==> config.mk <==
export PLATFORM = sky130hd
export DESIGN_NAME = int_dispatch_stage
export DESIGN_NICKNAME = d
export VERILOG_FILES = /design/src/source/int_exec_pkg.sv /design/src/source/int_decode.sv /design/src/source/int_dispatch_stage.sv
export SDC_FILE = /design/constraint.sdc
export NUM_CORES = 1
export LEC_CHECK = 0
export BUFFER_PORTS_ARGS = -buffer_cell sky130_fd_sc_hd__buf_2
export CORE_AREA = 5 5 202 204
export DETAILED_ROUTE_END_ITERATION = 16
export DIE_AREA = 0 0 207 209
export SLEW_MARGIN = 30
export SYNTH_ARGS = -nofsm -noshare
export SYNTH_HDL_FRONTEND = slang
export SYNTH_SLANG_ARGS = --single-unit
==> constraint.sdc <==
create_clock -name clk_i -period 2.2 [get_ports clk_i]
set_input_delay 0.11 -clock clk_i [delete_from_list [all_inputs] [get_ports clk_i]]
set_output_delay 0.11 -clock clk_i [all_outputs]
set_load 0.03 [all_outputs]
==> src/source/int_exec_pkg.sv <==
// Shared widths, vector types, opcode encodings and ALU operations for the
// RV64 integer execute path. Imported by the decoder, the stages and the testbench.
package int_exec_pkg;

  localparam int DWORD_WIDTH    = 64;
  localparam int WORD_WIDTH     = 32;
  localparam int INSTR_WIDTH    = 32;
  localparam int REG_ADDR_WIDTH = 5;
  localparam int REG_COUNT      = 32;
  localparam int VADDR_WIDTH    = 39;

  // Shift amount widths for 64-bit and word operations.
  localparam int SHAMT_WIDTH    = 6;
  localparam int SHAMTW_WIDTH   = 5;

  typedef logic [DWORD_WIDTH-1:0]    dword_t;
  typedef logic [INSTR_WIDTH-1:0]    instr_t;
  typedef logic [REG_ADDR_WIDTH-1:0] reg_addr_t;
  typedef logic [VADDR_WIDTH-1:0]    vaddr_t;

  // Major opcodes of the supported instruction groups.
  localparam logic [6:0] OPC_OP        = 7'b0110011;
  localparam logic [6:0] OPC_OP_IMM    = 7'b0010011;
  localparam logic [6:0] OPC_OP_32     = 7'b0111011;
  localparam logic [6:0] OPC_OP_IMM_32 = 7'b0011011;
  localparam logic [6:0] OPC_LUI       = 7'b0110111;
  localparam logic [6:0] OPC_AUIPC     = 7'b0010111;

  // The funct3 field of the integer groups.
  localparam logic [2:0] F3_ADD_SUB = 3'b000;
  localparam logic [2:0] F3_SLL     = 3'b001;
  localparam logic [2:0] F3_SLT     = 3'b010;
  localparam logic [2:0] F3_SLTU    = 3'b011;
  localparam logic [2:0] F3_XOR     = 3'b100;
  localparam logic [2:0] F3_SRL_SRA = 3'b101;
  localparam logic [2:0] F3_OR      = 3'b110;
  localparam logic [2:0] F3_AND     = 3'b111;

  // The alternate funct7 selects sub and sra.
  localparam logic [6:0] FUNCT7_BASE = 7'b0000000;
  localparam logic [6:0] FUNCT7_ALT  = 7'b0100000;

  typedef enum logic [3:0] {
    e_int_op_add       = 4'd0,
    e_int_op_sub       = 4'd1,
    e_int_op_xor       = 4'd2,
    e_int_op_or        = 4'd3,
    e_int_op_and       = 4'd4,
    e_int_op_sll       = 4'd5,
    e_int_op_srl       = 4'd6,
    e_int_op_sra       = 4'd7,
    e_int_op_slt       = 4'd8,
    e_int_op_sltu      = 4'd9,
    e_int_op_pass_src2 = 4'd10
  } int_fu_op_e;

endpackage

==> src/source/int_decode.sv <==
// Combinational decoder for the integer groups. Turns one instruction word into
// ALU controls, register indices and a sign-extended immediate.
`timescale 1ns/1ns

module int_decode (
  input  int_exec_pkg::instr_t     instr_i,
  output logic                     int_v_o,
  output int_exec_pkg::int_fu_op_e fu_op_o,
  output logic                     opw_o,
  output logic                     src1_sel_o,
  output logic                     src2_sel_o,
  output int_exec_pkg::reg_addr_t  rs1_addr_o,
  output int_exec_pkg::reg_addr_t  rs2_addr_o,
  output int_exec_pkg::reg_addr_t  rd_o,
  output int_exec_pkg::dword_t     imm_o
);
  import int_exec_pkg::*;

  logic [6:0] opcode;
  logic [2:0] funct3;
  logic [6:0] funct7;
  logic [5:0] funct6;
  dword_t     imm_i_type;
  dword_t     imm_u_type;

  assign opcode = instr_i[6:0];
  assign funct3 = instr_i[14:12];
  assign funct7 = instr_i[31:25];
  // 64-bit immediate shifts borrow bit 25 for the sixth shift amount bit.
  assign funct6 = instr_i[31:26];

  assign rd_o       = instr_i[11:7];
  assign rs1_addr_o = instr_i[19:15];
  assign rs2_addr_o = instr_i[24:20];

  assign imm_i_type = DWORD_WIDTH'($signed(instr_i[31:20]));
  assign imm_u_type = DWORD_WIDTH'($signed({instr_i[31:12], 12'b0}));

  always_comb begin
    int_v_o    = 1'b1;
    fu_op_o    = e_int_op_add;
    opw_o      = 1'b0;
    src1_sel_o = 1'b0;
    src2_sel_o = 1'b0;
    imm_o      = imm_i_type;

    case (opcode)
      OPC_OP: begin
        case ({funct7, funct3})
          {FUNCT7_BASE, F3_ADD_SUB}: fu_op_o = e_int_op_add;
          {FUNCT7_ALT,  F3_ADD_SUB}: fu_op_o = e_int_op_sub;
          {FUNCT7_BASE, F3_SLL}:     fu_op_o = e_int_op_sll;
          {FUNCT7_BASE, F3_SLT}:     fu_op_o = e_int_op_slt;
          {FUNCT7_BASE, F3_SLTU}:    fu_op_o = e_int_op_sltu;
          {FUNCT7_BASE, F3_XOR}:     fu_op_o = e_int_op_xor;
          {FUNCT7_BASE, F3_SRL_SRA}: fu_op_o = e_int_op_srl;
          {FUNCT7_ALT,  F3_SRL_SRA}: fu_op_o = e_int_op_sra;
          {FUNCT7_BASE, F3_OR}:      fu_op_o = e_int_op_or;
          {FUNCT7_BASE, F3_AND}:     fu_op_o = e_int_op_and;
          default:                   int_v_o = 1'b0;
        endcase
      end
      OPC_OP_IMM: begin
        src2_sel_o = 1'b1;
        case (funct3)
          F3_ADD_SUB: fu_op_o = e_int_op_add;
          F3_SLT:     fu_op_o = e_int_op_slt;
          F3_SLTU:    fu_op_o = e_int_op_sltu;
          F3_XOR:     fu_op_o = e_int_op_xor;
          F3_OR:      fu_op_o = e_int_op_or;
          F3_AND:     fu_op_o = e_int_op_and;
          F3_SLL: begin
            fu_op_o = e_int_op_sll;
            int_v_o = (funct6 == 6'b000000);
          end
          default: begin
            // Only srli and srai remain here.
            fu_op_o = funct6[4] ? e_int_op_sra : e_int_op_srl;
            int_v_o = (funct6 == 6'b000000) || (funct6 == 6'b010000);
          end
        endcase
      end
      OPC_OP_32: begin
        opw_o = 1'b1;
        case ({funct7, funct3})
          {FUNCT7_BASE, F3_ADD_SUB}: fu_op_o = e_int_op_add;
          {FUNCT7_ALT,  F3_ADD_SUB}: fu_op_o = e_int_op_sub;
          {FUNCT7_BASE, F3_SLL}:     fu_op_o = e_int_op_sll;
          {FUNCT7_BASE, F3_SRL_SRA}: fu_op_o = e_int_op_srl;
          {FUNCT7_ALT,  F3_SRL_SRA}: fu_op_o = e_int_op_sra;
          default:                   int_v_o = 1'b0;
        endcase
      end
      OPC_OP_IMM_32: begin
        opw_o      = 1'b1;
        src2_sel_o = 1'b1;
        case ({funct7, funct3}) inside
          {FUNCT7_BASE, F3_SLL}:     fu_op_o = e_int_op_sll;
          {FUNCT7_BASE, F3_SRL_SRA}: fu_op_o = e_int_op_srl;
          {FUNCT7_ALT,  F3_SRL_SRA}: fu_op_o = e_int_op_sra;
          {7'b???????,  F3_ADD_SUB}: fu_op_o = e_int_op_add;
          default:                   int_v_o = 1'b0;
        endcase
      end
      OPC_LUI: begin
        fu_op_o    = e_int_op_pass_src2;
        src2_sel_o = 1'b1;
        imm_o      = imm_u_type;
      end
      OPC_AUIPC: begin
        src1_sel_o = 1'b1;
        src2_sel_o = 1'b1;
        imm_o      = imm_u_type;
      end
      default: int_v_o = 1'b0;
    endcase
  end

endmodule

==> src/source/int_dispatch_stage.sv <==
// First pipeline stage. Decodes the incoming instruction, reads and bypasses
// its operands and registers the dispatch bundle for the integer pipe.
`timescale 1ns/1ns

module int_dispatch_stage (
  input  logic                     clk_i,
  input  logic                     rst_n_i,
  input  logic                     instr_v_i,
  input  logic                     flush_i,
  input  int_exec_pkg::instr_t     instr_i,
  input  int_exec_pkg::vaddr_t     pc_i,
  input  logic                     wb_v_i,
  input  int_exec_pkg::reg_addr_t  wb_rd_i,
  input  int_exec_pkg::dword_t     wb_data_i,
  output int_exec_pkg::reg_addr_t  rf_rs1_addr_o,
  output int_exec_pkg::reg_addr_t  rf_rs2_addr_o,
  input  int_exec_pkg::dword_t     rf_rs1_data_i,
  input  int_exec_pkg::dword_t     rf_rs2_data_i,
  output logic                     disp_v_o,
  output logic                     disp_poison_o,
  output logic                     disp_int_v_o,
  output logic                     disp_opw_o,
  output logic                     disp_src1_sel_o,
  output logic                     disp_src2_sel_o,
  output int_exec_pkg::int_fu_op_e disp_fu_op_o,
  output int_exec_pkg::vaddr_t     disp_pc_o,
  output int_exec_pkg::dword_t     disp_rs1_o,
  output int_exec_pkg::dword_t     disp_rs2_o,
  output int_exec_pkg::dword_t     disp_imm_o,
  output int_exec_pkg::reg_addr_t  disp_rd_o
);
  import int_exec_pkg::*;

  logic       dec_int_v;
  int_fu_op_e dec_fu_op;
  logic       dec_opw;
  logic       dec_src1_sel;
  logic       dec_src2_sel;
  reg_addr_t  dec_rs1_addr;
  reg_addr_t  dec_rs2_addr;
  reg_addr_t  dec_rd;
  dword_t     dec_imm;
  logic       bypass_rs1;
  logic       bypass_rs2;
  logic       disp_v_q;

  int_decode decode0 (
    .instr_i    (instr_i),
    .int_v_o    (dec_int_v),
    .fu_op_o    (dec_fu_op),
    .opw_o      (dec_opw),
    .src1_sel_o (dec_src1_sel),
    .src2_sel_o (dec_src2_sel),
    .rs1_addr_o (dec_rs1_addr),
    .rs2_addr_o (dec_rs2_addr),
    .rd_o       (dec_rd),
    .imm_o      (dec_imm)
  );

  assign rf_rs1_addr_o = dec_rs1_addr;
  assign rf_rs2_addr_o = dec_rs2_addr;

  // The instruction in the pipe writes back on the same edge that this one is
  // captured, so its result is forwarded instead of the stale register value.
  assign bypass_rs1 = wb_v_i && (wb_rd_i == dec_rs1_addr) && (dec_rs1_addr != '0);
  assign bypass_rs2 = wb_v_i && (wb_rd_i == dec_rs2_addr) && (dec_rs2_addr != '0);

  always_ff @(posedge clk_i) begin
    if (!rst_n_i) begin
      disp_v_q <= 1'b0;
    end else begin
      disp_v_q <= instr_v_i;
    end
  end

  always_ff @(posedge clk_i) begin
    if (instr_v_i) begin
      disp_int_v_o    <= dec_int_v;
      disp_fu_op_o    <= dec_fu_op;
      disp_opw_o      <= dec_opw;
      disp_src1_sel_o <= dec_src1_sel;
      disp_src2_sel_o <= dec_src2_sel;
      disp_pc_o       <= pc_i;
      disp_rs1_o      <= bypass_rs1 ? wb_data_i : rf_rs1_data_i;
      disp_rs2_o      <= bypass_rs2 ? wb_data_i : rf_rs2_data_i;
      disp_imm_o      <= dec_imm;
      disp_rd_o       <= dec_rd;
    end
  end

  assign disp_v_o = disp_v_q;

  // Flush kills the held bundle before the pipe consumes it at the next edge.
  // The instruction arriving on that edge is not affected.
  assign disp_poison_o = disp_v_q & flush_i;

endmodule

==> impl_metrics.json, run 1 <==
{
  "status": "stopped before the end",
  "lastStage": "4_1_cts",
  "toolErrorMsg": "[ERROR RSZ-0060] Max buffer count reached.",
  "synth_top_family_by_area": "multiplexers",
  "syn_nets": 788,
  "io_buffers": 528,
  "clk_path_buf_depth": 3,
  "cts_sinks": 213,
  "die_h_um": 209,
  "yosys.area_share.simple_pct": 4.26,
  "start_util_pct": 23.2,
  "synth_xor_area_share_pct": 0.772,
  "die-width_um": 207,
  "fp-row-count": 73,
  "post_cts_buffers": 0,
  "ios": 529,
  "postPlaceCellArea_sq_um": 12100,
  "async_reset_ff_share_pct": 0,
  "syn_inst": 515,
  "synth_area_sq_um": 9080,
  "muxShareOfSynthArea_pct": 15.9,
  "cts_made_buffers": 24,
  "hpwl_mm": 24.8,
  "synth_top_flop_cell": "edfxtp_1",
  "root_buffer": "clkbuf_16",
  "ys_warn_count": 0,
  "synth_fa_ha_area_share_pct": 0,
  "synth_compound_area_share_pct": 3.20,
  "gp_congestion": 0.851,
  "synth_edf_count": 212,
  "synth.distinct_cells": 47,
  "cts_resized": 0,
  "post-place-ws_ns": 0.268,
  "synth_seq_cells": 213,
  "cts_max_level": 1,
  "hold_buffers": 314,
  "ys_seq_area_share_pct": 70.3,
  "avgSynthCellArea_sq_um": 17.6
}
==> stage by stage <==
stage,instances,util (%),hold WS [ns]
2_1_floorplan,515,-,0.209
3_3_place_gp,1523,31.0,0.288
3_5_place_dp,1523,31.0,0.288
==> cells in the mapped netlist (2+ instances only) <==
library cell,n,area share [%]
a21o_1,19,1.6
a21oi_1,4,0.22
a31oi_1,2,0.14
and2_1,4,0.28
buf_4,44,3.6
buf_6,12,1.5
clkbuf_1,7,0.29
edfxtp_1,212,70
mux2_1,128,16
nand2_1,9,0.37
nand2b_1,4,0.28
nand3_1,2,0.11
nor2_1,4,0.17
nor2_4,2,0.25
nor2b_1,12,0.83
nor3_1,8,0.44
nor4_1,3,0.21
o22ai_1,2,0.14
or3_1,2,0.14
or4_1,2,0.17
xnor2_1,2,0.19
xor2_1,6,0.58
==> kinds of logic after synthesis <==
logic type,Yosys count
mux,128
xor+xnor,8
simple gates,61
buf+inv,66
flops,213
compound gates,39
==> run 2, diff against run 1 <==
--- a/config.mk
+++ b/config.mk
@@ -6,9 +6,10 @@
 export NUM_CORES = 1
 export LEC_CHECK = 0
 export BUFFER_PORTS_ARGS = -buffer_cell sky130_fd_sc_hd__buf_2
-export CORE_AREA = 5 5 202 204
+export CORE_MARGIN = 5
+export CORE_UTILIZATION = 20
 export DETAILED_ROUTE_END_ITERATION = 16
-export DIE_AREA = 0 0 207 209
+export PLACE_DENSITY_LB_ADDON = 0.15
 export SLEW_MARGIN = 30
 export SYNTH_ARGS = -nofsm -noshare
 export SYNTH_HDL_FRONTEND = slang
==> run 2 against run 1 <==
  * The flow now finishes without violations
  * Synthesized area unchanged
  * Synthesized cell count unchanged
==> impl_metrics.json, run 2 <==
{
  "status": "finished clean",
  "die-width_um": 223,
  "grt_overflow_total": 0,
  "maxCapViolCount": 0,
  "p_int_mw": 8.16,
  "synth_seq_cells": 213,
  "crit_type": "in -> reg",
  "cts_sinks": 213,
  "cts_tree": "yes",
  "cp_cell_sequence": "dlygate4sd3_1 > buf_2 > nor3_2 > a21oi_1 > nor2_4 > buf_12 > buf_6 > mux2_1 > dlygate4sd3_1",
  "reg_top3": "disp_rs1_o: 64 flops, disp_rs2_o: 64 flops, disp_pc_o: 39 flops",
  "yosys-top-cells-area": "edfxtp_1, mux2_1, buf_4",
  "hold_path_class": "in -> reg",
  "synth_top_flop_cell": "edfxtp_1",
  "synth.most_common_cell": "edfxtp_1",
  "cpMaxStageDelayCell": "dlygate4sd3_1",
  "wl_per_cell_um": 16.8,
  "drt-total-wl_mm": 33.2,
  "syn_nets": 788,
  "period_needed_ns": 2.15,
  "grt_antenna_before_repair": 6,
  "slew_headroom_pct": 56.9,
  "nFillCells": 4493,
  "grt_use_met3_pct": 3.80,
  "post-route-period-util_pct": 97.8,
  "drc": 0,
  "tightest_slew_ns": 0.647,
  "seqPwrFrac_pct": 43.6,
  "synth_area_sq_um": 9080,
  "clk_path_buf_depth": 3,
  "dr.first_iter.drc_count": 250,
  "worstHoldStart": "instr_i[12]",
  "cts_max_level": 1,
  "required_ns": 2.50,
  "p_per_area_nw_per_um2": 690,
  "ios": 529,
  "whs_endpoint": "disp_imm_o[12]",
  "yosysTopAreaCell": "edfxtp_1",
  "slowest_delay_ns": 0.57,
  "grt_pass1_wl_mm": 48.7,
  "finalHoldViolCount": 0,
  "grt_max_degree": 50,
  "layout_commonest_cell": "buf_2",
  "top_usage_layer": "met2",
  "ant_nets": 0,
  "layout_setup_ws_ns": 0.0490,
  "fp-row-count": 78,
  "crit_arrival_ns": 2.45,
  "clkSlewWorstSetupHoldPaths_ns": 0.06,
  "die_h_um": 223,
  "ys_seq_area_share_pct": 70.3,
  "avgSynthCellArea_sq_um": 17.6,
  "gp_congestion": 0.758,
  "synthTopCellsByCount": "edfxtp_1, mux2_1, buf_4",
  "power_mw": 11.3,
  "grtUsageTotal_pct": 12.4,
  "drive_gt1_share_pct": 43.3,
  "post-place-ws_ns": 0.260,
  "syn_inst": 515,
  "holdWs_ns": 0.0296,
  "p_clk_share_pct": 36.0,
  "coreArea_sq_um": 45200,
  "synth.distinct_cells": 47,
  "startpoint_type": "input port",
  "power_leakage_nw": 6.92,
  "drv_slew": 0,
  "clock.fmax_mhz": 465,
  "netlist.area_leader.share_pct": 70.1,
  "critPathMaxFanout": 8,
  "layout_common_cells": "buf_2, dlygate4sd3_1, edfxtp_1",
  "root_buffer": "clkbuf_16",
  "io_buffers": 528,
  "met2_usage_pct": 22.4,
  "grt_pass1_vias": 8472,
  "hpwl_mm": 23.5,
  "dr.pass1.iters": 4,
  "end_kind": "register",
  "setup_violations": 0,
  "async_reset_ff_share_pct": 0,
  "areaGrowthSynthToFinish_pct": 80.3,
  "nets": 1628,
  "die_area_sq_um": 49800,
  "vias_per_cell": 3.85,
  "cts_made_buffers": 27,
  "hold_depth": 2,
  "swShare_pct": 27.7,
  "synth_edf_count": 212,
  "p_sw_mw": 3.13,
  "vias": 7613,
  "p_comb_share_pct": 20.4,
  "ir_drop_uv": 533,
  "met1_usage_pct": 13.7,
  "start_util_pct": 20.1,
  "ys_warn_count": 0,
  "cp_common_cell": "dlygate4sd3_1"
}
run 2: cell families (layout without fill, tap and decap cells):
family / Yosys count / in the layout / synth area share [%]
DFF: 213 / 213 / 70.3
muxes: 128 / 128 / 15.9
buffers and inverters: 66 / 922 / 5.55
and+or+nand+nor: 61 / 61 / 4.26
AOI/OAI and AO/OA: 39 / 39 / 3.20
xor gates and xnor gates: 8 / 8 / 0.772
other: 0 / 4 / 0
run 2: worst max-delay path by stage:
stage	from	to	slack, ns
floorplan	instr_i[22]	disp_rs2_o[10]	0.64
global placement	instr_i[17]	disp_rs1_o[62]	0.27
detailed placement	instr_i[17]	disp_rs1_o[55]	0.26
CTS	instr_i[19]	disp_rs1_o[62]	0.009
global route	instr_i[19]	disp_rs1_o[54]	-0.009
finish	instr_i[19]	disp_rs1_o[60]	0.05
run 2: layer usage:
layer,share of wire (%),vias up
met5,0.060,-
met4,3.0,2
met3,8.4,63
met2,51,301
met1,37,3618
li1,-,3629
run 2: repair_timing:
| action | CTS | global route |
|---|---|---|
| gates resized for setup | 0 | 4 |
| setup buffers | 0 | 7 |
| hold buffers | 324 | 0 |
| endpoints found under the setup margin | 0 | 51 |
| endpoints found under the hold margin | 205 | 0 |
run 2: power groups by stage:
stage	logic (mW)	registers, mW	clock network, mW
after floorplan	0.397	5.69	0
after global placement	1.85	5.00	0
after detailed placement	1.84	5.00	0
after CTS	2.32	4.92	4.24
after global routing	2.44	4.95	4.40
final	2.31	4.92	4.06
run 2: critical path: cells and delay by family:
kind	cells	cell delay [ns]
AO/OA/AOI/OAI	1	0.09
buffers and inverters	5	1.59
multiplexers	1	0.33
AND/OR/NAND/NOR	2	0.31
run 2: layout make-up:
class	count	area (sq um)	area share (%)
clock buffers	37	713	4.36
clock inverters	8	73.8	0.451
flip-flops and latches	213	6390	39.0
repair buffers	875	6230	38.1
multi-input cells	236	2200	13.4
well taps	600	751	4.59
inverters	2	7.51	0.0459
diodes	4	10.0	0.0611
run 2: through the flow:
step / area (sq um) / setup TNS [ns] / utilization (%) / instances
2_1_floorplan: 9080 / 0 / - / 515
3_3_place_gp: 12200 / 0 / 27.0 / 1593
3_5_place_dp: 12200 / 0 / 27.0 / 1593
4_1_cts: 16200 / 0 / 35.9 / 1962
5_1_grt: 16400 / -0.0103 / 36.2 / 1975
6_report: 16400 / 0 / 36.2 / 1975
Note: power is estimated with default switching activity, not from simulation.
